==> src/verilog/mvdm_config.svh <==
`ifndef MVDM_CONFIG_SVH
`define MVDM_CONFIG_SVH

// Image store
`define MVDM_IMG_DIM    32
`define MVDM_IMG_AW     10
`define MVDM_PIX_W      8
`define MVDM_WORD_W     12
`define MVDM_FRAC_W     4

// Interpolated block buffers
`define MVDM_BLK_DIM    10
`define MVDM_BLK_AW     7
`define MVDM_BI_W       16

// Search and result
`define MVDM_SAD_DIM    8
`define MVDM_SEARCH_N   9
`define MVDM_SAD_W      24
`define MVDM_IDX_W      4
`define MVDM_RESULT_W   28

`endif

==> src/verilog/mvdm_pkg.sv <==
`include "mvdm_config.svh"

package mvdm_pkg;

    // Image load word, pixel in the upper byte
    typedef struct packed {
        logic [`MVDM_PIX_W-1:0]              pix;
        logic [`MVDM_WORD_W-`MVDM_PIX_W-1:0] unused;
    } pixel_view_s;

    // Motion vector word, one component
    typedef struct packed {
        logic                                  spare;
        logic [`MVDM_WORD_W-`MVDM_FRAC_W-2:0]  int_pos;
        logic [`MVDM_FRAC_W-1:0]               frac;
    } mv_view_s;

    typedef union packed {
        pixel_view_s pixel_view;
        mv_view_s    mv_view;
    } in_word_u;

    typedef struct packed {
        logic [`MVDM_WORD_W-`MVDM_FRAC_W-2:0] int_x;
        logic [`MVDM_WORD_W-`MVDM_FRAC_W-2:0] int_y;
        logic [`MVDM_FRAC_W-1:0]              frac_x;
        logic [`MVDM_FRAC_W-1:0]              frac_y;
    } mv_s;

    typedef struct packed {
        logic [`MVDM_IMG_AW-1:0] addr;
        logic [`MVDM_PIX_W-1:0]  wdata;
        logic                    we;
    } img_req_s;

    typedef struct packed {
        logic [`MVDM_BLK_AW-1:0] addr;
        logic [`MVDM_BI_W-1:0]   wdata;
        logic                    we;
    } bi_req_s;

    typedef struct packed {
        logic                   sample_valid;
        logic                   point_first;
        logic                   point_last;
        logic [`MVDM_IDX_W-1:0] point_idx;
    } sad_ctl_s;

    typedef enum logic [2:0] {IDLE, LOAD_IMG, LOAD_MV, INTERP, SAD, REPORT} mvdm_state_e;

endpackage

==> src/verilog/sad_search.sv <==
`timescale 1ns/1ps
`include "mvdm_config.svh"

module sad_search (
    input  logic                  clk,
    input  logic                  rst_n,
    input  mvdm_pkg::sad_ctl_s    sad_ctl,
    input  logic [`MVDM_BI_W-1:0] bi_rdata0,
    input  logic [`MVDM_BI_W-1:0] bi_rdata1,
    input  logic                  report_go,
    output logic                  out_valid,
    output logic                  out_sad
);
    logic [`MVDM_BI_W-1:0]     abs_diff;
    logic [`MVDM_SAD_W-1:0]    acc;
    logic [`MVDM_SAD_W-1:0]    cand;
    logic [`MVDM_SAD_W-1:0]    min_sad;
    logic [`MVDM_IDX_W-1:0]    min_idx;
    logic [`MVDM_RESULT_W-1:0] result;
    logic [`MVDM_RESULT_W-1:0] shift;
    logic [4:0]                bits_left;

    assign abs_diff = (bi_rdata0 > bi_rdata1) ? bi_rdata0 - bi_rdata1 : bi_rdata1 - bi_rdata0;
    assign cand     = (sad_ctl.point_first ? '0 : acc) + abs_diff;
    assign result   = {min_idx, min_sad};

    //==========================================================================
    //  Accumulate and track minimum
    //==========================================================================
    always_ff @(posedge clk or negedge rst_n) begin
        if (!rst_n) begin
            acc     <= '0;
            min_sad <= '1;
            min_idx <= '0;
        end else if (sad_ctl.sample_valid) begin
            acc <= cand;
            if (sad_ctl.point_first && sad_ctl.point_idx == '0) begin
                min_sad <= '1;    // New search
            end
            if (sad_ctl.point_last && cand < min_sad) begin    // Ties keep earlier point
                min_sad <= cand;
                min_idx <= sad_ctl.point_idx;
            end
        end
    end

    //==========================================================================
    //  Serial result, LSB first
    //==========================================================================
    always_ff @(posedge clk or negedge rst_n) begin
        if (!rst_n) begin
            out_valid <= 1'b0;
            out_sad   <= 1'b0;
            shift     <= '0;
            bits_left <= '0;
        end else if (report_go) begin
            out_valid <= 1'b1;
            out_sad   <= result[0];
            shift     <= result >> 1;
            bits_left <= 5'(`MVDM_RESULT_W - 1);
        end else if (bits_left != '0) begin
            out_valid <= 1'b1;
            out_sad   <= shift[0];
            shift     <= shift >> 1;
            bits_left <= bits_left - 5'd1;
        end else begin
            out_valid <= 1'b0;
            out_sad   <= 1'b0;
        end
    end

endmodule

==> config.mk <==
export PLATFORM = sky130hd
export DESIGN_NAME = sad_search
export DESIGN_NICKNAME = d
export VERILOG_FILES = /design/src/verilog/mvdm_pkg.sv /design/src/verilog/sad_search.sv
export VERILOG_INCLUDE_DIRS = /design/src /design/src/verilog
export SDC_FILE = /design/constraint.sdc
export NUM_CORES = 1
export LEC_CHECK = 0
export BUFFER_PORTS_ARGS = -buffer_cell sky130_fd_sc_hd__buf_2
export CAP_MARGIN = 30
export CORE_ASPECT_RATIO = 0.8
export CORE_MARGIN = 3
export CORE_UTILIZATION = 35
export DETAILED_ROUTE_END_ITERATION = 12
export SLEW_MARGIN = 20
export SYNTH_ARGS = -nofsm -noshare
export SYNTH_HDL_FRONTEND = slang
export SYNTH_SLANG_ARGS = --single-unit
==> constraint.sdc <==
create_clock -name clk -period 10 [get_ports clk]
set_input_delay 1 -clock clk [delete_from_list [all_inputs] [get_ports clk]]
set_output_delay 1 -clock clk [all_outputs]
set_load 0.03 [all_outputs]
# Word level (Yosys, flattened, before mapping)
# Index checks and enable logic that the tools add are counted.
# Widths: inputs -> output; s select.
[op_classes]
magnitude_cmp = 2
mux = 12
add_sub_neg = 4
n_reduce_logical = 8
[op_table]
columns = ["cell", "n"]
rows = [
  ["$mux 24", 3],
  ["$mux 28", 2],
  ["$sub 16x16->16", 2],
  ["$add 24x16->24", 1],
  ["$lt 24x24->1", 1],
  ["$gt 16x16->1", 1],
  ["$mux 16", 1],
  ["$mux 5", 2],
  ["$reduce_bool 5->1", 1],
  ["$sub 5x1->5 const B", 1],
  ["$logic_not 4->1", 1],
  ["$mux 1", 4],
  ["$reduce_and 2->1", 2],
  ["$reduce_bool 2->1", 2],
  ["$logic_and 1x1->1", 2],
]
[word_totals]
input_bits = 42
output_inout_bits = 2
reg_bits = 87

# Longest topological paths before layout
[logic_depth]
word_depth = 7
depth_mapped = 34

# Least setup slack after synthesis
# No wires, ideal clock.
[synth_timing]
path_kind = "input -> register"
start = "input bi_rdata0[0]"
end = "register min_idx[2]"
setup_time_ns = 0.125
n_path_buf = 2
stages = 28
required_time_ns = 9.875
slack_ns = 3.086
arrival_time_ns = 6.789
path_cell_list = "inv_1 -> ha_1 -> fa_1 -> nor2b_1 -> o31a_1 -> o211ai_1 -> and3b_4 -> o21a_1 -> o22a_2 -> a221oi_2 -> o211ai_1 -> xor2_1 -> ha_1 -> a21oi_1 -> o21bai_1 -> a221o_1 -> a31oi_1 -> o31a_1 -> nor3_1 -> mux2_2 -> ha_1 -> nand4_1 -> or2_2 -> nor4_1 -> a21o_1 -> clkbuf_1 -> clkbuf_1 -> mux2_2"
[synth_between]
elab_chain_cells = 6
word_cells_on_any_way = 8
cone_classes = "add/sub (3); order compare (2); mux (1); reduce/logical (2)"
[synth_rtl]
columns = ["element", "line", "text"]
rows = [
  ["start, declared", "sad_search.sv:8", "input logic [`MVDM_BI_W-1:0] bi_rdata0,"],
  ["$sub 16x16->16 / $gt 16x16->1 (equally long branches)", "sad_search.sv:23", "assign abs_diff = (bi_rdata0 > bi_rdata1) ? bi_rdata0 - bi_rdata1 : bi_rdata1 - bi_rdata0;"],
  ["$mux 16 (*)", "sad_search.sv:23", ""],
  ["$add 24x16->24 (*)", "sad_search.sv:24", "assign cand = (sad_ctl.point_first ? '0 : acc) + abs_diff;"],
  ["named net cand[19]", "sad_search.sv:16", "logic [`MVDM_SAD_W-1:0] cand;"],
  ["$lt 24x24->1 (*)", "sad_search.sv:40", "if (sad_ctl.point_last && cand < min_sad) begin"],
  ["$logic_and 1x1->1 (*)", "sad_search.sv:40", ""],
  ["$reduce_and 2->1 (no source line) (*)", "--", ""],
  ["end signal, assigned", "sad_search.sv:42", "min_idx <= sad_ctl.point_idx;"],
  ["end, declared", "sad_search.sv:18", "logic [`MVDM_IDX_W-1:0] min_idx;"],
]
# Mark *: on every way through the listed nets, which the timed path passes. The rest lies on a longest branch.
# A chain may end at the register's enable or synchronous reset.

# Worst setup path after layout
[layout_timing]
start = "input bi_rdata0[8]"
end = "register min_idx[1]"
# The elaborated chain is that of the path after synthesis.

==> impl_metrics.tcl <==
set metrics [dict create \
    syn_to_final_growth_pct 10.4 \
    grt_pass1_wl_mm 25.1 \
    setup_viol 0 \
    slew_headroom_pct 51.1 \
    power_per_cell_area_nw_per_um2 232 \
    syn_area_um2 6910 \
    ys_seq_elements 86 \
    post-cts-setup-buffers 0 \
    hpwl_mm 11.0 \
    first_pass_iters 5 \
    cts_buffer_depth 2 \
    max_freq_ghz 0.127 \
    cp-start-kind "input port" \
    grt_overflow_total 0 \
    hold_path.class "register to register" \
    timing.rr.start "acc[0]$_DFFE_PN0P_" \
    grt_pass1_vias 5258 \
    cp_slowest_cell "or4_1" \
    yosysUniqueCellTypes 70 \
    cts_tree "yes" \
    vias 5519 \
    grtUsageMet3_pct 2.90 \
    utilization_pct 39.8 \
    worst_pin_slew_ns 0.734 \
    min_from "min_idx[3]$_DFFE_PN0P_" \
    regArea_um2 2180 \
    cp-startpoint "bi_rdata0[8]" \
    met2_usage_pct 21.6 \
    skew_ns 0.00896 \
    drv_cap 0 \
    yosys.area.top_type "dfrtp_1" \
    numCtsBuffers 9 \
    drc_errors 0 \
    synth_area_per_cell_um2 8.74 \
    cts.root.buffer_cell "clkbuf_16" \
    clk_latency_ns 0.34 \
    n_antenna_cell 0 \
    endpoint_kind "register" \
    hold_viol_final 0 \
    multiInputGateArea_um2 4270 \
    async_flop_share_pct 100 \
    synth_area_leaders "dfrtp_1 (22%), ha_1 (13%), dfstp_2 (9.1%), mux2i_1 (5.2%), o21ai_0 (4.1%)" \
    ant_nets 0 \
    ioPinCount 44 \
    yosys-top-cells-count "inv_1 (76), ha_1 (72), nor2_1 (70)" \
    rrSetupSlack_ns 4.77 \
    nets 933 \
    crit_fanout 42 \
    initial_core_util_pct 36.0 \
    drive_gt1_share_pct 16.1 \
    yosysWarnings 0 \
    num_rows 45 \
    cp.arrival_ns 8.07 \
    drt-total-wl_mm 14.6 \
    synth-edff-count 0 \
    yosysTopAreaCellShare_pct 22.4 \
    track_usage_pct 13.8 \
    rsz0062_at_grt "false" \
    syn_nets 908 \
    core_um2 19200 \
    fin_crit_ns 7.85 \
    clkTransAtPathRegs_ns 0.07 \
    met1_usage_pct 19.8 \
    status "completed" \
    antenna_found_initial 0 \
    cts_sinks 86 \
    synth_cells 791 \
    path_class "input port to register" \
    hold_buffers 0 \
    slew_violations 0 \
    gp_congestion 0.885 \
    fillers 1947 \
    yosysMostFrequentCell "inv_1" \
    vias_per_cell 5.11 \
    dieHeight_um 132 \
    fin_crit_sh_pct 78.5 \
    setup_tns_ns 0 \
    htreeDepth 3 \
    seq_area_frac_synth_pct 31.6 \
    total_power_uw 1770 \
    drtIter0Drc 270 \
    cp.required_ns 10.22 \
    gr-max-usage-layer "met2" \
    critical_path.max_stage_delay_ns 0.68 \
    grt_max_degree 63 \
    p_leak_uw 0.00348 \
    ir_worst_vdd_mv 0.123 \
    die-area_um2 21500 \
    wl_per_cell_um 13.5 \
    hold_slack_ns 0.492 \
    numPortBuffers 43 \
    synthFlopType "dfrtp_1" \
    die_w_um 163 \
    ctsResizeCount 0 \
]
state kept, by name, summed over array words and instances (netlist names):
signal,count
shift,27
acc,24
min_sad,24
bits_left,5
min_idx,4
out_sad,1
out_valid,1
report_power, final:
| part | internal (uW) | leakage (uW) | switching [uW] | total, uW |
|---|---|---|---|---|
| logic | 390 | 0.00234 | 463 | 854 |
| clock network | 195 | 0.000143 | 141 | 337 |
| registers | 505 | 0.000995 | 78.7 | 584 |
| total | 1090 | 0.00348 | 683 | 1770 |
worst max-delay path, delay by kind of cell:
family | cells | cell delay, ns
xor gates and xnor gates | 2 | 0.34
buffers and inverters | 3 | 0.57
adders and majority gates | 3 | 1.11
AOI/OAI and AO/OA | 6 | 1.41
muxes | 1 | 0.38
and+or+nand+nor | 12 | 3.25
cell type report:
type	instances	area share, %
sequential	86	28.6
multi-input combinational	594	56.0
inverter	76	3.74
clock inverter	6	0.901
tap	258	4.23
clock buffer	10	3.00
timing repair buffer	49	3.60
cells in the final DEF (no fill, tap or decap), drive strengths merged, types with 24 or more instances in the layout:
master | netlist | layout
a21oi | 56 | 56
buf | 11 | 49
dfrtp | 62 | 62
dfstp | 24 | 24
ha | 72 | 72
inv | 76 | 78
mux2 | 24 | 24
mux2i | 36 | 36
nand2 | 59 | 59
nor2 | 70 | 70
nor2b | 29 | 29
o21ai | 61 | 61
xnor2 | 28 | 28
metrics by stage:
step | area [um^2] | setup WS, ns | instances
after floorplan | 6910 | 3.09 | 791
after global placement | 7320 | 1.92 | 1062
after detailed placement | 7320 | 1.84 | 1062
after CTS | 7620 | 2.14 | 1078
after global routing | 7640 | 1.40 | 1079
final | 7640 | 2.15 | 1079
per-layer routing:
metal | vias up | share of wire [%] | wire [um]
met3 | 9 | 3.9 | 562
met2 | 96 | 45 | 6520
met4 | 0 | 0.78 | 113
met5 | - | 0 | 0
met1 | 2624 | 51 | 7380
li1 | 2790 | - | -
worst paths after layout:
check | to | cells after the start
max | min_idx[1]$_DFFE_PN0P_ | 27
min | shift[26]$_DFFE_PN0P_ | 2
max reg2reg | min_idx[1]$_DFFE_PN0P_ | 20
min reg2reg | shift[26]$_DFFE_PN0P_ | 2
max in group asynchronous | acc[0]$_DFFE_PN0P_ | 2
min in group asynchronous | shift[22]$_DFFE_PN0P_ | 1
kinds of logic after synthesis:
| logic type | count (synthesis) | synth area share (%) |
|---|---|---|
| xor gates and xnor gates | 34 | 4.31 |
| AOI/OAI and AO/OA | 201 | 18.2 |
| and+or+nand+nor | 224 | 16.1 |
| DFF | 86 | 31.6 |
| adders and majority gates | 75 | 13.9 |
| buffers and inverters | 111 | 6.80 |
| muxes | 60 | 9.12 |
No activity file was read; power rests on OpenSTA's default activity.
