<file path="src/verilog/mvdm_config.svh">
`ifndef MVDM_CONFIG_SVH
`define MVDM_CONFIG_SVH

// Image store
`define MVDM_IMG_DIM    32
`define MVDM_IMG_AW     10
`define MVDM_PIX_W      8
`define MVDM_WORD_W     12
`define MVDM_FRAC_W     4

// Interpolated block buffers
`define MVDM_BLK_DIM    10
`define MVDM_BLK_AW     7
`define MVDM_BI_W       16

// Search and result
`define MVDM_SAD_DIM    8
`define MVDM_SEARCH_N   9
`define MVDM_SAD_W      24
`define MVDM_IDX_W      4
`define MVDM_RESULT_W   28

`endif

</file>
<file path="src/verilog/mvdm_pkg.sv">
`include "mvdm_config.svh"

package mvdm_pkg;

    // Image load word, pixel in the upper byte
    typedef struct packed {
        logic [`MVDM_PIX_W-1:0]              pix;
        logic [`MVDM_WORD_W-`MVDM_PIX_W-1:0] unused;
    } pixel_view_s;

    // Motion vector word, one component
    typedef struct packed {
        logic                                  spare;
        logic [`MVDM_WORD_W-`MVDM_FRAC_W-2:0]  int_pos;
        logic [`MVDM_FRAC_W-1:0]               frac;
    } mv_view_s;

    typedef union packed {
        pixel_view_s pixel_view;
        mv_view_s    mv_view;
    } in_word_u;

    typedef struct packed {
        logic [`MVDM_WORD_W-`MVDM_FRAC_W-2:0] int_x;
        logic [`MVDM_WORD_W-`MVDM_FRAC_W-2:0] int_y;
        logic [`MVDM_FRAC_W-1:0]              frac_x;
        logic [`MVDM_FRAC_W-1:0]              frac_y;
    } mv_s;

    typedef struct packed {
        logic [`MVDM_IMG_AW-1:0] addr;
        logic [`MVDM_PIX_W-1:0]  wdata;
        logic                    we;
    } img_req_s;

    typedef struct packed {
        logic [`MVDM_BLK_AW-1:0] addr;
        logic [`MVDM_BI_W-1:0]   wdata;
        logic                    we;
    } bi_req_s;

    typedef struct packed {
        logic                   sample_valid;
        logic                   point_first;
        logic                   point_last;
        logic [`MVDM_IDX_W-1:0] point_idx;
    } sad_ctl_s;

    typedef enum logic [2:0] {IDLE, LOAD_IMG, LOAD_MV, INTERP, SAD, REPORT} mvdm_state_e;

endpackage

</file>
<file path="src/verilog/mvdm_ctrl.sv">
`timescale 1ns/1ps
`include "mvdm_config.svh"

module mvdm_ctrl (
    input  logic                   clk,
    input  logic                   rst_n,
    input  logic                   in_valid,
    input  logic                   in_valid2,
    input  mvdm_pkg::in_word_u     in_data,
    input  logic [`MVDM_PIX_W-1:0] img_rdata0,
    input  logic [`MVDM_PIX_W-1:0] img_rdata1,
    input  mvdm_pkg::bi_req_s      bi_wr0,
    input  mvdm_pkg::bi_req_s      bi_wr1,
    output mvdm_pkg::img_req_s     img_req0,
    output mvdm_pkg::img_req_s     img_req1,
    output logic [`MVDM_PIX_W-1:0] pix0,
    output logic [`MVDM_PIX_W-1:0] pix1,
    output logic                   pix_valid,
    output logic                   interp_start,
    output mvdm_pkg::mv_s          mv0,
    output mvdm_pkg::mv_s          mv1,
    output mvdm_pkg::bi_req_s      bi_rd_addr0,
    output mvdm_pkg::bi_req_s      bi_rd_addr1,
    output mvdm_pkg::sad_ctl_s     sad_ctl,
    output logic                   report_go
);
    localparam int LOAD_LAST = 2 * `MVDM_IMG_DIM * `MVDM_IMG_DIM - 1;
    localparam int WIN       = `MVDM_BLK_DIM + 1;
    localparam int SAMPLES   = `MVDM_SAD_DIM * `MVDM_SAD_DIM;

    mvdm_pkg::mvdm_state_e state;

    logic [10:0] cnt;      // Load word, MV word, drain, sample or report count
    logic [3:0]  row;
    logic [3:0]  col;
    logic [3:0]  pt;
    logic [1:0]  px;
    logic [1:0]  py;
    logic        load_we;
    logic        mv_we;
    logic        rd_en;
    logic        samp_en;

    function automatic logic [`MVDM_IMG_AW-1:0] win_addr(mvdm_pkg::mv_s mv, logic [3:0] r,
                                                          logic [3:0] c);
        logic [`MVDM_IMG_AW-1:0] a;
        a = (mv.int_y + r) * `MVDM_IMG_DIM + mv.int_x + c;
        return a;
    endfunction

    function automatic logic [`MVDM_BLK_AW-1:0] blk_addr(logic [3:0] r, logic [3:0] c);
        logic [`MVDM_BLK_AW-1:0] a;
        a = r * `MVDM_BLK_DIM + c;
        return a;
    endfunction

    assign load_we = in_valid && (state == mvdm_pkg::IDLE || state == mvdm_pkg::LOAD_IMG);
    assign mv_we   = in_valid2 && ((state == mvdm_pkg::IDLE && !in_valid) ||
                                   state == mvdm_pkg::LOAD_MV);
    assign rd_en   = (state == mvdm_pkg::INTERP) && (row != WIN);
    assign samp_en = (state == mvdm_pkg::SAD) && (cnt != SAMPLES);

    //==========================================================================
    //  Memory ports
    //==========================================================================
    assign img_req0 = '{addr:  load_we ? cnt[`MVDM_IMG_AW-1:0] : win_addr(mv0, row, col),
                        wdata: in_data.pixel_view.pix,
                        we:    load_we && !cnt[`MVDM_IMG_AW]};
    assign img_req1 = '{addr:  load_we ? cnt[`MVDM_IMG_AW-1:0] : win_addr(mv1, row, col),
                        wdata: in_data.pixel_view.pix,
                        we:    load_we && cnt[`MVDM_IMG_AW]};

    assign pix0 = img_rdata0;
    assign pix1 = img_rdata1;

    // Mirrored search, list 1 walks the opposite way
    assign bi_rd_addr0 = (state == mvdm_pkg::SAD) ?
        mvdm_pkg::bi_req_s'{addr: blk_addr(py + cnt[5:3], px + cnt[2:0]), wdata: '0, we: 1'b0} :
        bi_wr0;
    assign bi_rd_addr1 = (state == mvdm_pkg::SAD) ?
        mvdm_pkg::bi_req_s'{addr:  blk_addr(4'd2 - py + cnt[5:3], 4'd2 - px + cnt[2:0]),
                            wdata: '0,
                            we:    1'b0} :
        bi_wr1;

    //==========================================================================
    //  FSM and counters
    //==========================================================================
    always_ff @(posedge clk or negedge rst_n) begin
        if (!rst_n) begin
            state        <= mvdm_pkg::IDLE;
            cnt          <= '0;
            row          <= '0;
            col          <= '0;
            pt           <= '0;
            px           <= '0;
            py           <= '0;
            pix_valid    <= 1'b0;
            interp_start <= 1'b0;
            report_go    <= 1'b0;
            sad_ctl      <= '0;
        end else begin
            pix_valid            <= rd_en;    // Matches RAM latency
            interp_start         <= 1'b0;
            report_go            <= 1'b0;
            sad_ctl.sample_valid <= samp_en;
            sad_ctl.point_first  <= samp_en && cnt[5:0] == 6'd0;
            sad_ctl.point_last   <= samp_en && cnt[5:0] == 6'(SAMPLES - 1);
            sad_ctl.point_idx    <= pt;
            case (state)
                mvdm_pkg::IDLE: begin
                    if (in_valid) begin
                        cnt   <= 11'd1;
                        state <= mvdm_pkg::LOAD_IMG;
                    end else if (in_valid2) begin
                        cnt   <= 11'd1;
                        state <= mvdm_pkg::LOAD_MV;
                    end
                end
                mvdm_pkg::LOAD_IMG: begin
                    if (in_valid) begin
                        cnt <= cnt + 11'd1;    // Wraps to 0 after the last word
                        if (cnt == LOAD_LAST) begin
                            state <= mvdm_pkg::IDLE;
                        end
                    end
                end
                mvdm_pkg::LOAD_MV: begin
                    if (in_valid2) begin
                        if (cnt == 11'd3) begin
                            cnt          <= '0;
                            interp_start <= 1'b1;
                            state        <= mvdm_pkg::INTERP;
                        end else begin
                            cnt <= cnt + 11'd1;
                        end
                    end
                end
                mvdm_pkg::INTERP: begin
                    if (row != WIN) begin
                        if (col == WIN - 1) begin
                            col <= '0;
                            row <= row + 4'd1;
                        end else begin
                            col <= col + 4'd1;
                        end
                    end else if (cnt == 11'd2) begin    // Drain pixel and write stages
                        cnt   <= '0;
                        row   <= '0;
                        state <= mvdm_pkg::SAD;
                    end else begin
                        cnt <= cnt + 11'd1;
                    end
                end
                mvdm_pkg::SAD: begin
                    if (cnt == SAMPLES) begin
                        cnt <= '0;
                        if (pt == `MVDM_SEARCH_N - 1) begin
                            pt        <= '0;
                            px        <= '0;
                            py        <= '0;
                            report_go <= 1'b1;
                            state     <= mvdm_pkg::REPORT;
                        end else begin
                            pt <= pt + 4'd1;
                            if (px == 2'd2) begin
                                px <= '0;
                                py <= py + 2'd1;
                            end else begin
                                px <= px + 2'd1;
                            end
                        end
                    end else begin
                        cnt <= cnt + 11'd1;
                    end
                end
                mvdm_pkg::REPORT: begin
                    if (cnt == `MVDM_RESULT_W) begin    // Serial burst done
                        cnt   <= '0;
                        state <= mvdm_pkg::IDLE;
                    end else begin
                        cnt <= cnt + 11'd1;
                    end
                end
                default: state <= mvdm_pkg::IDLE;
            endcase
        end
    end

    // MV words arrive as L0 x, L0 y, L1 x, L1 y
    always_ff @(posedge clk) begin
        if (mv_we) begin
            case (cnt[1:0])
                2'd0: begin
                    mv0.int_x  <= in_data.mv_view.int_pos;
                    mv0.frac_x <= in_data.mv_view.frac;
                end
                2'd1: begin
                    mv0.int_y  <= in_data.mv_view.int_pos;
                    mv0.frac_y <= in_data.mv_view.frac;
                end
                2'd2: begin
                    mv1.int_x  <= in_data.mv_view.int_pos;
                    mv1.frac_x <= in_data.mv_view.frac;
                end
                default: begin
                    mv1.int_y  <= in_data.mv_view.int_pos;
                    mv1.frac_y <= in_data.mv_view.frac;
                end
            endcase
        end
    end

endmodule

</file>
<file path="config.mk">
export PLATFORM = sky130hd
export DESIGN_NAME = mvdm_ctrl
export DESIGN_NICKNAME = d
export VERILOG_FILES = /design/src/verilog/mvdm_pkg.sv /design/src/verilog/mvdm_ctrl.sv
export VERILOG_INCLUDE_DIRS = /design/src /design/src/verilog
export SDC_FILE = /design/constraint.sdc
export NUM_CORES = 1
export LEC_CHECK = 0
export ABC_CLOCK_PERIOD_IN_PS = 4650
export BUFFER_PORTS_ARGS = -buffer_cell sky130_fd_sc_hd__buf_2
export CAP_MARGIN = 20
export CELL_PAD_IN_SITES_DETAIL_PLACEMENT = 2
export CELL_PAD_IN_SITES_GLOBAL_PLACEMENT = 2
export CORE_ASPECT_RATIO = 0.9
export CORE_MARGIN = 5
export CORE_UTILIZATION = 25
export DETAILED_ROUTE_END_ITERATION = 10
export GPL_TIMING_DRIVEN = 0
export PLACE_DENSITY_LB_ADDON = 0.2
export SETUP_SLACK_MARGIN = 0.05
export SLEW_MARGIN = 20
export SYNTH_ARGS = -nofsm -noshare
export SYNTH_HDL_FRONTEND = slang
export SYNTH_SLANG_ARGS = --single-unit
</file>
<file path="constraint.sdc">
create_clock -name clk -period 4.65 [get_ports clk]
set_clock_uncertainty 0.05 [all_clocks]
set_input_delay 0.2325 -clock clk [delete_from_list [all_inputs] [get_ports clk]]
set_output_delay 0.2325 -clock clk [all_outputs]
set_load 0.02 [all_outputs]
</file>
# == Word level (Yosys, flattened, before mapping) ==
# Index checks and enable logic that the tools add are counted.
# Widths: inputs -> output; s select.
# op_classes
addsub,20
mul,2
eq_ne,29
mux,41
n_bitwise,1
n_reduce_logical,30
# ops
cell,n
$mux 11,9
$pmux 11 s6,1
$mux 24,2
$mux 3,11
$eq 11x2->1 const B,2
$add 10x4->10,2
$add 10x7->10,2
$mux 10,2
$mux 4,5
$pmux 3 s6,1
$add 7x4->7,2
$add 4x1->4 const B,3
$mul 4x3->6 const B,2
$ne 2x1->1 const B,6
$reduce_and 2->1,6
$add 11x1->11 const B,1
$eq 11x11->1 const B,1
$eq 11x5->1 const B,1
$eq 11x7->1 const B,1
$ne 11x7->1 const B,1
$add 5x4->5,2
$reduce_and 10->1,1
$logic_and 1x1->1,9
$add 2x3->4,2
other kinds (26),48
# totals
reg_bits,84
in_bits,80
output_inout_bits,156
word_cells,145

# == Longest topological paths before layout ==
# logic_depth
word_depth,5
ltp_mapped,13
mapped_depth_nobuf,13

# == Least setup slack after synthesis ==
# Ideal clock, no wire load.
# synth_timing
kind,reg-to-output
from,reg py[1]
to,out bi_rd_addr1[23] in the netlist's numbering
t_arrival_ns,3.431
required_ns,4.368
setup_slack_ns,0.936
stages_incl_launch_ff,14
n_path_buf,0
path_cell_list,dfrtp_1 ha_1 inv_1 ha_1 a21o_1 a21oi_1 a22o_1 ha_1 ha_1 fa_1 nand2_1 or3_1 a21o_1 a31oi_1
# synth_lines
item,line_no,source
"start, declared",mvdm_ctrl.sv:38,logic [1:0] py;
"start signal, assigned",mvdm_ctrl.sv:168,py <= py + 2'd1;
"end, declared",mvdm_ctrl.sv:23,"output mvdm_pkg::bi_req_s bi_rd_addr1,"

==> results_dict.tcl <==
set metrics [dict create \
    clkLatencyLatePin_ns 0.36 \
    synth.net_count 771 \
    synth.yosys.seq_area_share_pct 38.3 \
    grt.met2_usage_pct 25.8 \
    dp_hpwl_mm 17.9 \
    detail_route.iter0.violations 230 \
    worst-path-max-fanout 5 \
    rsz_0062_raised_after_global_routing "no" \
    cts_inserted_buffers 9 \
    timing_worst_setup_path_type "flip-flop to primary output" \
    insertedDiodeCount 0 \
    route.detailed.vias_per_inst 4.72 \
    detailroute.via_count 5519 \
    ys_ff_latch 84 \
    tritoncts "built" \
    vdd_ir_drop_max_v 0.000200 \
    worst_ep_required_ns 4.37 \
    final.period_utilization_pct 92.4 \
    h-tree-depth 3 \
    finalMaxSlewViolations 0 \
    post_route_cells_drive_above_1_share_pct 34.4 \
    max_slew.worst_pin.slew_ns 0.758 \
    die_y_um 158 \
    die_x_um 174 \
    footprint_of_the_flip_flops_and_latches_um2 2320 \
    outcome "finished, final reports clean" \
    static-leakage-power_nw 3.72 \
    finalWorstPathRequiredPeriod_ns 4.30 \
    hold_slack_ns 0.0344 \
    antenna_found_initial 0 \
    min_delay_path_depth 1 \
    worst_setup_path_end_kind "primary output" \
    synth-async-reset-ratio_pct 47.6 \
    clockRootBuffer "sky130_fd_sc_hd__clkbuf_16" \
    grt.overflow.total 0 \
    setup_failing_eps_final 0 \
    cts.sinks 84 \
    rr_worst_depth 6 \
    grt_pass1_vias 5778 \
    gp_congestion 0.767 \
    crit_path_start_kind "flip-flop" \
    total_routing_resource_utilization_after_global_routing_pct 15.6 \
    floorplan.initialDensity_pct 25.2 \
    post_synth_inst_count 626 \
    critical_path_arrival_ns 4.02 \
    synth.cell_area_um2 6070 \
    post_synthesis_to_final_layout_area_growth_pct 29.5 \
    clkTransAtPathRegs_ns 0.07 \
    place.detailed.instances 1152 \
    finalHoldViolations 0 \
    die_footprint_um2 27500 \
    grt_pass1_wl_mm 33.9 \
    post_synth_num_cell_types 68 \
    min_path_type "input port to flip-flop" \
    core_um2 24100 \
    top_level_ports 236 \
    global_route.usage.met1_pct 21.5 \
    wl_per_cell_um 18.6 \
    cts-root-to-sink-buffers 2 \
    avgSynthCellArea_um2 9.70 \
    synth_edf_count 44 \
    floorplan.rows 54 \
    drc 0 \
    maxSlewHeadroom_pct 49.3 \
    multi_input_area_um2 3260 \
    finish.net_count 1001 \
    timing.max_cap.violations 0 \
    drt-total-wl_mm 21.7 \
    final_antenna_violating_net_count 0 \
    ys.flop_type "sky130_fd_sc_hd__edfxtp_1" \
    grt.met3_usage_pct 2.77 \
    yosys_warnings 0 \
    final.fill_count 2750 \
    power.density_cell_area_nw_per_um2 445 \
    fmaxAchievable_mhz 233 \
    io_buffer_count 218 \
    stdcell_count 1169 \
    grt-busiest-layer "met2" \
    timing.setup.tns_ns 0 \
    detail_route.first_pass.iterations 4 \
    grt_start_max_net_pins 41 \
]
-- worst max-delay path: stages, from the launching register on --
cell and delay (ns):
sky130_fd_sc_hd__dfrtp_1 0.46, sky130_fd_sc_hd__ha_1 0.36, sky130_fd_sc_hd__inv_1 0.09, sky130_fd_sc_hd__ha_1 0.28, sky130_fd_sc_hd__a21o_1 0.19, sky130_fd_sc_hd__a21oi_1 0.15, sky130_fd_sc_hd__a22o_1 0.22, sky130_fd_sc_hd__ha_1 0.26
sky130_fd_sc_hd__ha_1 0.21, sky130_fd_sc_hd__fa_1 0.52, sky130_fd_sc_hd__nand2_1 0.07, sky130_fd_sc_hd__or3_1 0.33, sky130_fd_sc_hd__a21o_1 0.19, sky130_fd_sc_hd__a31oi_1 0.15, sky130_fd_sc_hd__buf_2 0.18
-- Yosys cell counts, types with 4 or more instances --
cell type                  number  area [µm²]
sky130_fd_sc_hd__o21ai_1        4        20.0
sky130_fd_sc_hd__a21o_1        10        75.1
sky130_fd_sc_hd__fa_1          12         240
sky130_fd_sc_hd__xnor2_1       10        87.6
sky130_fd_sc_hd__o21ai_0       47         235
sky130_fd_sc_hd__ha_1          53         663
sky130_fd_sc_hd__nor3_1         9        45.0
sky130_fd_sc_hd__or3_1          4        25.0
sky130_fd_sc_hd__nor2b_1       15        93.8
sky130_fd_sc_hd__buf_2         10        50.1
sky130_fd_sc_hd__nand2_1       53         199
sky130_fd_sc_hd__dfrtp_1       40        1000
sky130_fd_sc_hd__a31oi_1        9        56.3
sky130_fd_sc_hd__xor2_1        14         123
sky130_fd_sc_hd__and3_1         8        50.1
sky130_fd_sc_hd__a21oi_1       32         160
sky130_fd_sc_hd__buf_4         33         248
sky130_fd_sc_hd__and2_1        41         257
sky130_fd_sc_hd__clkbuf_1      11        41.3
sky130_fd_sc_hd__o21a_1         4        30.0
sky130_fd_sc_hd__nand3_1       12        60.1
sky130_fd_sc_hd__a211oi_1       5        37.5
sky130_fd_sc_hd__mux2_2         4        45.0
sky130_fd_sc_hd__inv_1         38         143
sky130_fd_sc_hd__edfxtp_1      44        1320
sky130_fd_sc_hd__nor2_1        29         109
sky130_fd_sc_hd__or4_1          4        30.0
sky130_fd_sc_hd__nand4_1       10        62.6
sky130_fd_sc_hd__o31ai_1        9        67.6
-- repair_timing --
item | CTS | global route
buffers inserted | 0 | 0
endpoints found under the hold margin | 0 | 40
hold buffers | 0 | 1
gates resized for setup | 0 | 0
-- stage by stage --
step	util (%)	setup WS, ns	total power [mW]	cell area (µm²)
after CTS	32.6	0.303	3.56	7850
after global routing	32.7	0.0873	3.76	7860
after floorplan	-	0.936	2.14	6070
after global placement	31.4	0.773	2.76	7550
after detailed placement	31.4	0.707	2.79	7550
final	32.7	0.352	3.50	7860
-- power by group --
| part | switching [mW] | leakage (nW) | internal [mW] |
|---|---|---|---|
| registers | 0.110 | 0.940 | 0.877 |
| clock network | 0.361 | 0.149 | 0.383 |
| logic | 1.14 | 2.63 | 0.630 |
| total | 1.61 | 3.72 | 1.89 |
-- cells in the final DEF, fill, tap and decap left out, types with 4 or more instances in the layout --
cell type	count
sky130_fd_sc_hd__a211oi_1	5
sky130_fd_sc_hd__a21o_1	10
sky130_fd_sc_hd__a21oi_1	32
sky130_fd_sc_hd__a31oi_1	9
sky130_fd_sc_hd__and2_1	41
sky130_fd_sc_hd__and3_1	8
sky130_fd_sc_hd__buf_2	227
sky130_fd_sc_hd__buf_4	34
sky130_fd_sc_hd__clkbuf_1	11
sky130_fd_sc_hd__clkbuf_16	9
sky130_fd_sc_hd__dfrtp_1	40
sky130_fd_sc_hd__edfxtp_1	44
sky130_fd_sc_hd__fa_1	12
sky130_fd_sc_hd__ha_1	53
sky130_fd_sc_hd__inv_1	38
sky130_fd_sc_hd__mux2_2	4
sky130_fd_sc_hd__nand2_1	53
sky130_fd_sc_hd__nand3_1	12
sky130_fd_sc_hd__nand4_1	10
sky130_fd_sc_hd__nor2_1	29
sky130_fd_sc_hd__nor2b_1	15
sky130_fd_sc_hd__nor3_1	9
sky130_fd_sc_hd__o21a_1	4
sky130_fd_sc_hd__o21ai_0	47
sky130_fd_sc_hd__o21ai_1	4
sky130_fd_sc_hd__o31ai_1	9
sky130_fd_sc_hd__or3_1	4
sky130_fd_sc_hd__or4_1	4
sky130_fd_sc_hd__xnor2_1	10
sky130_fd_sc_hd__xor2_1	14
-- cell type report --
class,instances,area share [%]
Multi-Input combinational cell,449,41.5
Sequential cell,84,29.5
Timing Repair Buffer,219,14.0
Tap cell,308,4.90
Buffer,55,4.36
Clock buffer,9,2.86
Inverter,38,1.81
Clock inverter,7,0.971
-- sequential cells by signal, summed over array words and instances, names as in the netlist --
signal / cells
mv0: 22
mv1: 22
cnt: 11
sad_ctl: 7
col: 4
pt: 4
row: 4
state: 3
px: 2
py: 2
interp_start: 1
pix_valid: 1
report_go: 1
-- final timing paths --
kind,from,end,slack (ns)
worst max-delay path,py[1],bi_rd_addr1[23],0.35
worst max register to register,cnt[1],state[0],1.99
worst min-delay path,in_data[3],mv1[3],0.03
max in group asynchronous,rst_n,row[3],3.80
worst min register to register,pt[1],sad_ctl[1],0.39
min in group asynchronous,rst_n,cnt[9],0.36
-- metal layers --
layer | share of wire, % | vias up
met5 | 0 | -
met4 | 1.2 | 0
met3 | 3.8 | 15
met2 | 48 | 112
met1 | 47 | 2750
li1 | - | 2642
-- cell families after synthesis --
| family | after synthesis | synth area share (%) |
|---|---|---|
| buffers and inverters | 93 | 8.00 |
| adders and majority gates | 65 | 14.9 |
| xor gates and xnor gates | 24 | 3.46 |
| muxes | 6 | 1.15 |
| DFF | 84 | 38.3 |
| and+or+nand+nor | 211 | 19.2 |
| AOI/OAI and AO/OA | 143 | 15.0 |
(Power assumes the default switching activity.)
