`config.mk`:
```
export PLATFORM = sky130hd
export DESIGN_NAME = bilinear_interp
export DESIGN_NICKNAME = d
export VERILOG_FILES = /design/src/verilog/mvdm_pkg.sv /design/src/verilog/bilinear_interp.sv
export VERILOG_INCLUDE_DIRS = /design/src /design/src/verilog
export SDC_FILE = /design/constraint.sdc
export NUM_CORES = 1
export LEC_CHECK = 0
export BUFFER_PORTS_ARGS = -buffer_cell sky130_fd_sc_hd__buf_2
export CORE_AREA = 2 2 214 216
export DETAILED_ROUTE_END_ITERATION = 16
export DIE_AREA = 0 0 216 218
export PLACE_DENSITY = 0.6
export SLEW_MARGIN = 20
export SYNTH_ARGS = -nofsm -noshare
export SYNTH_HDL_FRONTEND = slang
export SYNTH_SLANG_ARGS = --single-unit
```
`constraint.sdc`:
```
create_clock -name clk -period 6.55 [get_ports clk]
set_input_delay 0.655 -clock clk [delete_from_list [all_inputs] [get_ports clk]]
set_output_delay 0.655 -clock clk [all_outputs]
set_load 0.01 [all_outputs]
```
`src/verilog/mvdm_config.svh`:
```
`ifndef MVDM_CONFIG_SVH
`define MVDM_CONFIG_SVH

// Image store
`define MVDM_IMG_DIM    32
`define MVDM_IMG_AW     10
`define MVDM_PIX_W      8
`define MVDM_WORD_W     12
`define MVDM_FRAC_W     4

// Interpolated block buffers
`define MVDM_BLK_DIM    10
`define MVDM_BLK_AW     7
`define MVDM_BI_W       16

// Search and result
`define MVDM_SAD_DIM    8
`define MVDM_SEARCH_N   9
`define MVDM_SAD_W      24
`define MVDM_IDX_W      4
`define MVDM_RESULT_W   28

`endif

```
`src/verilog/mvdm_pkg.sv`:
```
`include "mvdm_config.svh"

package mvdm_pkg;

    // Image load word, pixel in the upper byte
    typedef struct packed {
        logic [`MVDM_PIX_W-1:0]              pix;
        logic [`MVDM_WORD_W-`MVDM_PIX_W-1:0] unused;
    } pixel_view_s;

    // Motion vector word, one component
    typedef struct packed {
        logic                                  spare;
        logic [`MVDM_WORD_W-`MVDM_FRAC_W-2:0]  int_pos;
        logic [`MVDM_FRAC_W-1:0]               frac;
    } mv_view_s;

    typedef union packed {
        pixel_view_s pixel_view;
        mv_view_s    mv_view;
    } in_word_u;

    typedef struct packed {
        logic [`MVDM_WORD_W-`MVDM_FRAC_W-2:0] int_x;
        logic [`MVDM_WORD_W-`MVDM_FRAC_W-2:0] int_y;
        logic [`MVDM_FRAC_W-1:0]              frac_x;
        logic [`MVDM_FRAC_W-1:0]              frac_y;
    } mv_s;

    typedef struct packed {
        logic [`MVDM_IMG_AW-1:0] addr;
        logic [`MVDM_PIX_W-1:0]  wdata;
        logic                    we;
    } img_req_s;

    typedef struct packed {
        logic [`MVDM_BLK_AW-1:0] addr;
        logic [`MVDM_BI_W-1:0]   wdata;
        logic                    we;
    } bi_req_s;

    typedef struct packed {
        logic                   sample_valid;
        logic                   point_first;
        logic                   point_last;
        logic [`MVDM_IDX_W-1:0] point_idx;
    } sad_ctl_s;

    typedef enum logic [2:0] {IDLE, LOAD_IMG, LOAD_MV, INTERP, SAD, REPORT} mvdm_state_e;

endpackage

```
`src/verilog/bilinear_interp.sv`:
```
`timescale 1ns/1ps
`include "mvdm_config.svh"

module bilinear_interp (
    input  logic                   clk,
    input  logic                   rst_n,
    input  logic                   start,
    input  mvdm_pkg::mv_s          mv,
    input  logic [`MVDM_PIX_W-1:0] pix,
    input  logic                   pix_valid,
    output mvdm_pkg::bi_req_s      bi_wr
);
    localparam int WIN = `MVDM_BLK_DIM + 1;

    logic [8:0]              w [0:3];
    logic [`MVDM_FRAC_W:0]   fx_c;
    logic [`MVDM_FRAC_W:0]   fy_c;
    logic [`MVDM_PIX_W-1:0]  row_buf [0:WIN-1];    // Previous window row
    logic [`MVDM_PIX_W-1:0]  prev_pix;
    logic [`MVDM_PIX_W-1:0]  top_left;
    logic [3:0]              row;
    logic [3:0]              col;
    logic [`MVDM_BI_W-1:0]   mac;
    logic [`MVDM_BLK_AW-1:0] wr_addr;

    assign fx_c = (1 << `MVDM_FRAC_W) - mv.frac_x;
    assign fy_c = (1 << `MVDM_FRAC_W) - mv.frac_y;

    // 2x2 neighborhood, full precision
    assign mac = w[0] * top_left + w[1] * row_buf[col] + w[2] * prev_pix + w[3] * pix;

    assign wr_addr = (row - 1) * `MVDM_BLK_DIM + col - 1;

    always_ff @(posedge clk) begin
        if (start) begin
            w[0] <= fx_c * fy_c;
            w[1] <= mv.frac_x * fy_c;
            w[2] <= fx_c * mv.frac_y;
            w[3] <= mv.frac_x * mv.frac_y;
        end
    end

    always_ff @(posedge clk) begin
        if (pix_valid) begin
            row_buf[col] <= pix;
            top_left     <= row_buf[col];
            prev_pix     <= pix;
        end
    end

    always_ff @(posedge clk or negedge rst_n) begin
        if (!rst_n) begin
            row <= '0;
            col <= '0;
        end else if (start) begin
            row <= '0;
            col <= '0;
        end else if (pix_valid) begin
            if (col == WIN - 1) begin
                col <= '0;
                row <= row + 4'd1;
            end else begin
                col <= col + 4'd1;
            end
        end
    end

    // First window row and column only prime the buffers
    always_ff @(posedge clk or negedge rst_n) begin
        if (!rst_n) begin
            bi_wr <= '0;
        end else begin
            bi_wr.we    <= pix_valid && row != 4'd0 && col != 4'd0;
            bi_wr.addr  <= wr_addr;
            bi_wr.wdata <= mac;
        end
    end

endmodule

```
## After elaboration in Yosys (flattened, before gate mapping)

Memory sizes are Yosys's and may differ from the RTL's.
Index checks and enable logic that the tools add are counted.

| word-level totals | value |
|---|---|
| bits in registers | 48 |
| latch bits | 0 |
| memory bits (writable) | 124 |
| ROM bits | 0 |
| bits of input ports | 34 |
| output and inout bits | 24 |
| word-level logic and storage cells | 46 |
| memories kept | 2 |

Memories:

| memory | words | width | read ports | clocked after memory_dff | wr ports | RTL line | RTL |
|---|---|---|---|---|---|---|---|
| row_buf | 11 | 8 | 1 | 0 | 1 | bilinear_interp.sv:18 | `` logic [`MVDM_PIX_W-1:0] row_buf [0:WIN-1]; `` |
| w | 4 | 9 | 4 | 0 | 4 | bilinear_interp.sv:15 | `logic [8:0] w [0:3];` |

| cells by class | value |
|---|---|
| add/subtract/negate cells | 10 |
| multipliers | 9 |
| divide/modulo/power cells | 0 |
| magnitude comparators | 0 |
| eq/ne operators | 1 |
| shift operators | 0 |
| muxes and demuxes | 10 |
| bitwise gates (word level) | 0 |
| reduce and logical (&&, ||, !) cells | 7 |

Operators with widths:

| kind | number |
|---|---|
| 9-bit by 8-bit multiplier with 16-bit output | 4 |
| 16-bit adder | 3 |
| 32-bit by 3-bit multiplier with 6-bit output (second input constant) | 1 |
| 4-bit 2-to-1 mux | 6 |
| 5-bit by 4-bit subtractor with 5-bit output (first input constant) | 2 |
| 4-bit by 5-bit multiplier with 9-bit output | 1 |
| 5-bit by 4-bit multiplier with 9-bit output | 1 |
| 5-bit by 5-bit multiplier with 9-bit output | 1 |
| 4-bit by 1-bit adder with 4-bit output (second input constant) | 2 |
| 4-bit by 4-bit multiplier with 8-bit output | 1 |
| 4-bit nonzero test | 2 |
| 7-bit by 4-bit adder with 7-bit output | 1 |
| 7-bit by 1-bit subtractor with 7-bit output (second input constant) | 1 |
| 4-bit by 1-bit subtractor with 5-bit output (second input constant) | 1 |
| 4-bit equality test (second input constant) | 1 |
| 1-bit 2-to-1 mux | 4 |
| 2-bit nonzero test | 2 |
| 1-bit logical AND | 2 |
| 2-bit AND reduction | 1 |

## Logic depth before layout (Yosys ltp)

Gate-level depths: netlist of the first run.
An unclocked memory read counts as a cell.

| depth | value |
|---|---|
| depth after elaboration | 5 |
| depth in mapped cells | 31 |
| mapped depth without buffers | 28 |

## Worst setup path after synthesis of the first run

OpenSTA, ideal clock, no wires.

| timing | value |
|---|---|
| path kind | reg-to-reg |
| start | register col[0] |
| end | register bi_wr[15] (netlist name) |
| setup time | 120 ps |
| data arrival time | 6687 ps |
| required time | 6430 ps |
| path slack | -257 ps |
| cell stages (with the launch flop) | 26 |
| buffers on the path | 2 |
| clock period less this slack | 6807 ps |
| cell sequence | dfrtp_1 > buf_6 > buf_4 > mux4_2 > mux2i_1 > o21ai_2 > and2_1 > ha_1 > inv_1 > fa_1 > inv_1 > ha_1 > fa_1 > inv_1 > fa_1 > fa_1 > fa_1 > fa_1 > inv_1 > ha_1 > a21o_1 > a21oi_1 > o21ai_1 > a31o_2 > a311o_1 > o211a_1 |

| on the way | value |
|---|---|
| cells in the longest elaborated chain, start to end | 5 |

RTL lines:

| element | RTL line | RTL |
|---|---|---|
| start: declaration | bilinear_interp.sv:22 | `logic [3:0] col;` |
| start signal: assignment | bilinear_interp.sv:63 | `col <= col + 4'd1;` |
| memory read 11 x 8 bit | n/a |  |
| 9-bit by 8-bit multiplier with 16-bit output | bilinear_interp.sv:30 | `assign mac = w[0] * top_left + w[1] * row_buf[col] + w[2] * prev_pix + w[3] * pix;` |
| 16-bit adder (3 in a row) | bilinear_interp.sv:30 |  |
| via mac[14] | bilinear_interp.sv:23 | `` logic [`MVDM_BI_W-1:0] mac; `` |
| end: declaration | bilinear_interp.sv:11 | `output mvdm_pkg::bi_req_s bi_wr` |

The timed path passes the listed nets, and every way through them passes these cells.
A chain may end at the register's enable or synchronous reset.

## Worst setup path after layout of the first run

Ends and elaborated chain as after synthesis.

==> metrics, run 1 <==
status=complete, but fails checks; failing checks=setup timing; 1st-iter DRT viols=664; ANT nets after route=0; Tcrit/Tclk final=1.07; relative slew slack=0.348; initial antenna violation count=1; slew of the pin with the lowest slew margin=975 ps; TritonCTS clock tree=built; Remaining DRCs=0; Clock Sinks=168; die area=47100 sq um; Tmin final=7000 ps; top-area cell type share of the netlist area=0.293; first-pass iteration count of the detailed router=5; later-pin clock latency in the skew report=460 ps; largest area contributor in the netlist=fa_1; synth warn=0; synthesis-to-layout area growth=16.5%; CP arrival=7350 ps; Crit path largest cell delay=570 ps; Synth Net Count=2094; cell mode on critical path=fa_1; Chip Height=218 um; estimated wirelength of the detail-placed design=32600 um; maxcap violations=0; final worst setup slack=-454 ps; grt met2 use=0.299; Hold Buf Count CTS=0; Hold Fails Final Rpt=0; clk slew on worst S/H paths=70 ps; Synth Instances=1613; Post-layout nets=2234; Post-Route WL=40000 um; # rows=78; Synth area leaders=fa_1 (29%), edfxtp_1 (23%), ha_1 (13%), inv_1 (7.6%), and2_1 (5.7%); met3 Usage GRT=0.0285; layout cells sized above 1=0.160; H-Tree Depth=4; R2R Path Start=col[0]$_DFFE_PN0P_; crit path cell chain=buf_12 > buf_8 > mux4_2 > mux2i_4 > o21ai_4 > and2_4 > fa_1 > fa_1 > fa_1 > fa_2 > fa_1 > fa_2 > fa_1 > fa_1 > ha_4 > buf_4 > a21o_1 > a31o_4 > a311o_1 > o211a_1; largest net degree at the start of global routing=41; CP max stage cell=fa_1; input/output buffers=43; RePlAce Congestion=0.828; Yosys cell types=52; kind of critical path=reg -> reg; Seq cells post-synth=168; Critical Path End Type=register; GRT Util Overall=0.180; die width=216 um; Setup Skew=15.0 ps; routed vias=11273; vias in the first global route=12066; Crit path required time=6890 ps; placed cell count=2317; diodes inserted=0; number of flops mapped to enable cells by yosys=136; CTS root buf=clkbuf_16; register area share after synthesis=0.276; starting density of the core=0.394; post-route insts no fill=2366; Cell Area, Synth=17700 sq um; Most used DFF post-synth=edfxtp_1; CP Launch Point=col[0]$_DFFE_PN0P_; Pins Over Slew Limit=0; CP startpoint kind=register; list of most frequent post-synthesis cells=inv_1 (358), fa_1 (259), nand2_1 (200); ys async rst share=0.190; grt peak-use layer=met2; first-pass GRT wire length=64900 um; DR WL/cell=16.9 um; most common cell in the netlist=inv_1; M1 GR Usage=0.244; Via density=4.76; final setup fails=8; clk buf depth=2; Core Area=44900 sq um; RSZ-0062 raised after global routing=yes; Fmax=0.143 GHz; crit-path max FO=8; Avg Cell Area, Syn=11.0 sq um; total gr overflow=0; Hold Path Class=in -> async; IO Pins=58; TritonCTS buffer count=17
layout by cell type (no fill, tap or decap), types with 7 or more instances in the layout:
cell type,instances
xor2_1,13
inv_2,10
nor3_1,7
ha_4,15
xnor2_1,51
a21oi_1,24
ha_1,172
and2_1,155
buf_6,17
nand2_1,196
buf_2,43
o21ai_4,7
o21bai_1,8
buf_12,8
buf_4,92
dfrtp_1,31
mux2i_4,9
edfxtp_1,136
a21o_1,11
mux4_2,16
clkbuf_16,17
inv_1,349
fa_1,256
o211ai_1,9
nor2_1,31
logic make-up after synthesis:
| logic type | Yosys count | synth area share |
|---|---|---|
| adder cells (fa/ha/maj) | 447 | 0.426 |
| flip-flops | 168 | 0.276 |
| XOR/XNOR | 67 | 0.0344 |
| buffers and inverters | 399 | 0.0860 |
| AO/OA/AOI/OAI | 86 | 0.0327 |
| multiplexers | 34 | 0.0329 |
| AND/OR/NAND/NOR | 412 | 0.112 |
state kept, by name, indices dropped and copies added (netlist names):
register,cells
prev_pix,8
top_left,8
w,32
bi_wr,24
row_buf,88
row,4
col,4
critical path, delay by kind of cell, from the launching register on:
family                   cells  cell delay, ps
AO/OA/AOI/OAI                5            1000
multiplexers                 2             630
flip-flops                   1             520
AND/OR/NAND/NOR              1             200
adder cells (fa/ha/maj)      9            4140
buffers and inverters        3             410
what timing repair did:
action / 4_1_cts / 5_1_grt
buffers inserted: 14 / 4
endpoints found under the setup margin: 11 / 10
gates resized for setup: 41 / 63
pin swaps: 13 / 29
layer usage:
metal | wire, um | up-vias
li1 | - | 5279
met1 | 17800 | 5724
met2 | 19500 | 227
met3 | 1710 | 41
met4 | 935 | 2
met5 | 11 | -
stage by stage:
step                worst slack (ps)  setup TNS (ps)   util  instance area [sq um]  hold slack (ps)
global placement                -673           -4470  0.432                  19400              624
detailed placement              -741           -5010  0.432                  19400              637
finish                          -454           -2330  0.459                  20600              302
CTS                             -477           -2980  0.452                  20300              321
floorplan                      -46.2            -131      -                  17800              359
global route                    -604           -3930  0.459                  20600              350
cell type report:
type,count,area [sq um]
flip-flops and latches,168,4890
inverters,359,1350
clock buffers,18,429
multi-input cells,1046,11800
well taps,600,751
clock inverters,14,165
repair buffers,161,1270
fillers,4161,24300
worst paths after layout:
check                                     endpoint  slack, ps  cells after the start
min reg2reg                     row[3]$_DFFE_PN0P_        660                      2
max in group asynchronous       col[0]$_DFFE_PN0P_       5610                      1
min                             bi_wr[5]$_DFF_PN0_        300                      1
min in group clk           row_buf[8][2]$_DFFE_PP_        610                      2
max reg2reg                    bi_wr[15]$_DFF_PN0_       -450                     20
max                            bi_wr[15]$_DFF_PN0_       -450                     20
Power of run 1 is not shown: default switching activity piles up to over one toggle a cycle in this logic, so the estimate is an artifact.
==> inputs of run 2 (changes only) <==
==> constraint.sdc (replaced) <==
create_clock -name clk -period 6.55 [get_ports clk]
set_input_delay 1.31 -clock clk [delete_from_list [all_inputs] [get_ports clk]]
set_output_delay 1.31 -clock clk [all_outputs]
set_load 0.01 [all_outputs]
==> metrics, run 2 (synthesis results as in run 1) <==
# rows=78; Reg2Reg Depth=23; Setup TNS=-3240 ps; H-Tree Depth=4; M1 GR Usage=0.237; worst setup path end=bi_wr[16]$_DFF_PN0_; Clock Sinks=168; crit-path max FO=8; Post-layout nets=2236; initial antenna violation count=0; Largest Register=row_buf; TritonCTS buffer count=17; estimated wirelength of the detail-placed design=31500 um; largest net degree at the start of global routing=41; Hold Buf Count CTS=0; slew of the pin with the lowest slew margin=982 ps; Tcrit/Tclk final=1.08; design area=20500 sq um; reg-to-reg endpoint=bi_wr[16]$_DFF_PN0_; routed vias=11182; die width=216 um; most frequent cells in the layout=inv_1 (351), fa_1 (251), nand2_1 (193); Critical Path End Type=register; vias in the first global route=11877; met3 Usage GRT=0.0259; Fmax=0.141 GHz; Hold Fails Final Rpt=0; RSZ-0062 raised after global routing=yes; CP Launch Point=col[0]$_DFFE_PN0P_; 1st-iter DRT viols=655; failing checks=setup timing; grt met2 use=0.289; diodes inserted=0; max reg flops=88; IO Pins=58; final setup fails=9; Pins Over Slew Limit=0; Hold Path Class=reg -> reg; CP arrival=7440 ps; grt peak-use layer=met2; CP startpoint kind=register; later-pin clock latency in the skew report=470 ps; TritonCTS clock tree=built; relative slew slack=0.344; Via density=4.72; R2R Path Start=col[0]$_DFFE_PN0P_; commonest non-fill, non-tap cell in the layout=inv_1; worst hold margin=663 ps; die area=47100 sq um; DR WL/cell=16.1 um; Setup Skew=14.5 ps; Tmin final=7090 ps; GRT Util Overall=0.174; RePlAce Congestion=0.848; status=complete, but fails checks; Filler cells=4205; clk buf depth=2; Core Util, Final=0.457; layout cells sized above 1=0.162; CTS root buf=clkbuf_16; maxcap violations=0; Worst Hold Launch=row[1]$_DFFE_PN0P_; Remaining DRCs=0; clk slew on worst S/H paths=70 ps; Crit path required time=6900 ps; Post-DP Area=19500 sq um; Post-Route WL=38200 um; total gr overflow=0; Core Area=44900 sq um; Reg2Reg Setup Slack=-540 ps; first-pass GRT wire length=62800 um; first-pass iteration count of the detailed router=6; starting density of the core=0.394; Regs by FF count=row_buf: 88 flops, w: 32 flops, bi_wr: 24 flops; Chip Height=218 um; synthesis-to-layout area growth=15.9%; ANT nets after route=0; input/output buffers=43; kind of critical path=reg -> reg; final worst setup slack=-538 ps
## run 2: worst max-delay path, stage by stage (launching register included)
cell and delay [ps]:
dfrtp_2 470, buf_12 170, buf_6 110, mux4_2 350, mux2i_4 80, o21ai_4 310
buf_6 170, nand2_1 60, fa_1 510, inv_2 40, fa_1 570, fa_1 440
fa_1 460, fa_1 510, fa_1 430, fa_1 520, inv_1 60, fa_1 490
inv_2 50, ha_4 210, a211o_1 300, o311ai_4 360, a31oi_2 150, xnor2_1 150
## run 2: final cells by class
class / instances / area [sq um] / share of cell area
multi-input cells: 1046 / 11700 / 0.570
flip-flops and latches: 168 / 4890 / 0.238
inverters: 359 / 1350 / 0.0657
repair buffers: 163 / 1250 / 0.0611
well taps: 600 / 751 / 0.0366
clock buffers: 17 / 425 / 0.0207
clock inverters: 15 / 158 / 0.00769
## run 2: per-stage QoR
step                setup slack (ps)  std cells
floorplan                      -89.7       1613
finish                          -538       2368
detailed placement              -751       2321
global route                    -712       2368
global placement                -727       2321
CTS                             -502       2354
## run 2: metal layers
layer	up-vias	routed length, um
met3	34	1500
met1	5660	17100
met2	211	18900
met5	-	0
met4	0	741
li1	5277	-
## run 2: timing repair
| action | in CTS | in global routing |
|---|---|---|
| cloned | 0 | 1 |
| gates resized for setup | 24 | 52 |
| setup endpoints to repair | 10 | 10 |
| pin swaps | 5 | 17 |
| setup buffers | 1 | 13 |
## run 2: worst min-delay path by stage
stage | end | slack [ps] | cells after the start
2_1_floorplan | bi_wr[18]$_DFF_PN0_ | 500 | 1
3_3_place_gp | row[1]$_DFFE_PN0P_ | 640 | 2
3_5_place_dp | row[1]$_DFFE_PN0P_ | 640 | 2
4_1_cts | row[1]$_DFFE_PN0P_ | 660 | 2
5_1_grt | row[3]$_DFFE_PN0P_ | 710 | 2
6_report | row[1]$_DFFE_PN0P_ | 660 | 2
Power of run 2 is left out for the same reason.
==> inputs of run 3 (changes only) <==
--- a/config.mk
+++ b/config.mk
@@ -10,7 +10,7 @@
 export CORE_AREA = 2 2 214 216
 export DETAILED_ROUTE_END_ITERATION = 16
 export DIE_AREA = 0 0 216 218
-export PLACE_DENSITY = 0.6
+export PLACE_DENSITY = 0.64
 export SLEW_MARGIN = 20
 export SYNTH_ARGS = -nofsm -noshare
 export SYNTH_HDL_FRONTEND = slang
==> metrics, run 3 (synthesis results as in run 1) <==
status=complete, but fails checks; failing checks=setup timing; 1st-iter DRT viols=702; H-Tree Depth=4; Regs by FF count=row_buf: 88 flops, w: 32 flops, bi_wr: 24 flops; Post-Route WL=38300 um; total gr overflow=0; vias in the first global route=12254; CP max stage cell=fa_1; diodes inserted=0; Hold Fails Final Rpt=0; later-pin clock latency in the skew report=450 ps; TritonCTS clock tree=built; CTS root buf=clkbuf_16; Crit path required time=6890 ps; max reg flops=88; Remaining DRCs=0; Core Area=44900 sq um; Chip Height=218 um; Post-layout nets=2239; kind of critical path=reg -> reg; RSZ-0062 raised after global routing=yes; layout cells sized above 1=0.164; Largest Register=row_buf; final worst setup slack=-474 ps; commonest non-fill, non-tap cell in the layout=inv_1; Crit path max-delay family=adder cells; # rows=78; clk slew on worst S/H paths=70 ps; most frequent cells in the layout=inv_1 (350), fa_1 (250), nand2_1 (191); Filler cells=4128; estimated wirelength of the detail-placed design=31500 um; synthesis-to-layout area growth=16.3%; relative slew slack=0.366; Clock Sinks=168; crit path cell chain=buf_12 > buf_4 > mux4_2 > mux2i_4 > o21ai_4 > buf_6 > nand2_4 > fa_1 > inv_1 > fa_1 > fa_1 > fa_1 > fa_1 > fa_1 > fa_1 > inv_1 > fa_1 > inv_2 > ha_4 > a211o_1 > o311ai_4 > a31oi_1 > xnor2_1; slew of the pin with the lowest slew margin=948 ps; Via density=4.81; RePlAce Congestion=0.848; Tcrit/Tclk final=1.07; largest net degree at the start of global routing=41; Pins Over Slew Limit=0; Setup Skew=14.3 ps; starting density of the core=0.394; DR WL/cell=16.2 um; worst hold margin=676 ps; Tmin final=7020 ps; Critical path buffers and inverters=6; first-pass GRT wire length=63600 um; IO Pins=58; Critical Path End Type=register; Hold Path Class=reg -> reg; Multi-input gate area=11700 sq um; initial antenna violation count=1; first-pass iteration count of the detailed router=7; Fmax=0.142 GHz; GRT Util Overall=0.174; Crit path largest cell delay=570 ps; ANT nets after route=0; routed vias=11403; CP arrival=7360 ps; clk buf depth=2; CP startpoint kind=register; die width=216 um; maxcap violations=0; crit-path max FO=7; TritonCTS buffer count=17; cell mode on critical path=fa_1; die area=47100 sq um; final setup fails=9; input/output buffers=43; register area=4890 sq um
-- run 3: repair_timing --
action,in CTS,in global routing
setup endpoints to repair,10,10
hold buffers,0,0
pin swaps,32,23
gates cloned,1,0
gates resized for setup,66,21
setup buffers,11,6
-- run 3: cell type report --
class	count	share of cell area
multi-input cells	1046	0.568
flip-flops and latches	168	0.237
inverters	359	0.0655
repair buffers	166	0.0643
well taps	600	0.0365
clock buffers	19	0.0215
clock inverters	13	0.00650
-- run 3: per-layer routing --
layer,track usage,part of all wire,vias to the layer above
li1,-,-,5283
met1,0.225,0.42,5799
met2,0.302,0.50,257
met3,0.0223,0.041,62
met4,0.0610,0.032,2
met5,0,0.00029,-
-- run 3: through the flow --
stage | std cells | util | instance area [sq um] | setup TNS (ps) | worst slack [ps]
3_5_place_dp | 2321 | 0.434 | 19500 | -5660 | -755
2_1_floorplan | 1613 | - | 17800 | -289 | -89.7
5_1_grt | 2371 | 0.458 | 20600 | -5020 | -676
3_3_place_gp | 2321 | 0.434 | 19500 | -5240 | -707
6_report | 2371 | 0.458 | 20600 | -3120 | -474
4_1_cts | 2365 | 0.456 | 20500 | -2960 | -466
-- run 3: path summary, 6_finish.rpt --
| path | start | endpoint | slack [ps] | cells past startpoint |
|---|---|---|---|---|
| min in group asynchronous | rst_n | bi_wr[4]$_DFF_PN0_ | 940 | 1 |
| hold reg to reg | row[3]$_DFFE_PN0P_ | row[3]$_DFFE_PN0P_ | 680 | 2 |
| setup / recovery | col[0]$_DFFE_PN0P_ | bi_wr[16]$_DFF_PN0_ | -470 | 23 |
| max in group asynchronous | rst_n | col[0]$_DFFE_PN0P_ | 5020 | 1 |
| hold / removal | row[3]$_DFFE_PN0P_ | row[3]$_DFFE_PN0P_ | 680 | 2 |
| setup reg to reg | col[0]$_DFFE_PN0P_ | bi_wr[16]$_DFF_PN0_ | -470 | 23 |
-- run 3: tightest hold or removal path, stage by stage, from the launching register on --
cell and delay [ps]:
dfrtp_1 460, xor2_1 100, nor2_1 80
Power of run 3 is left out for the same reason.
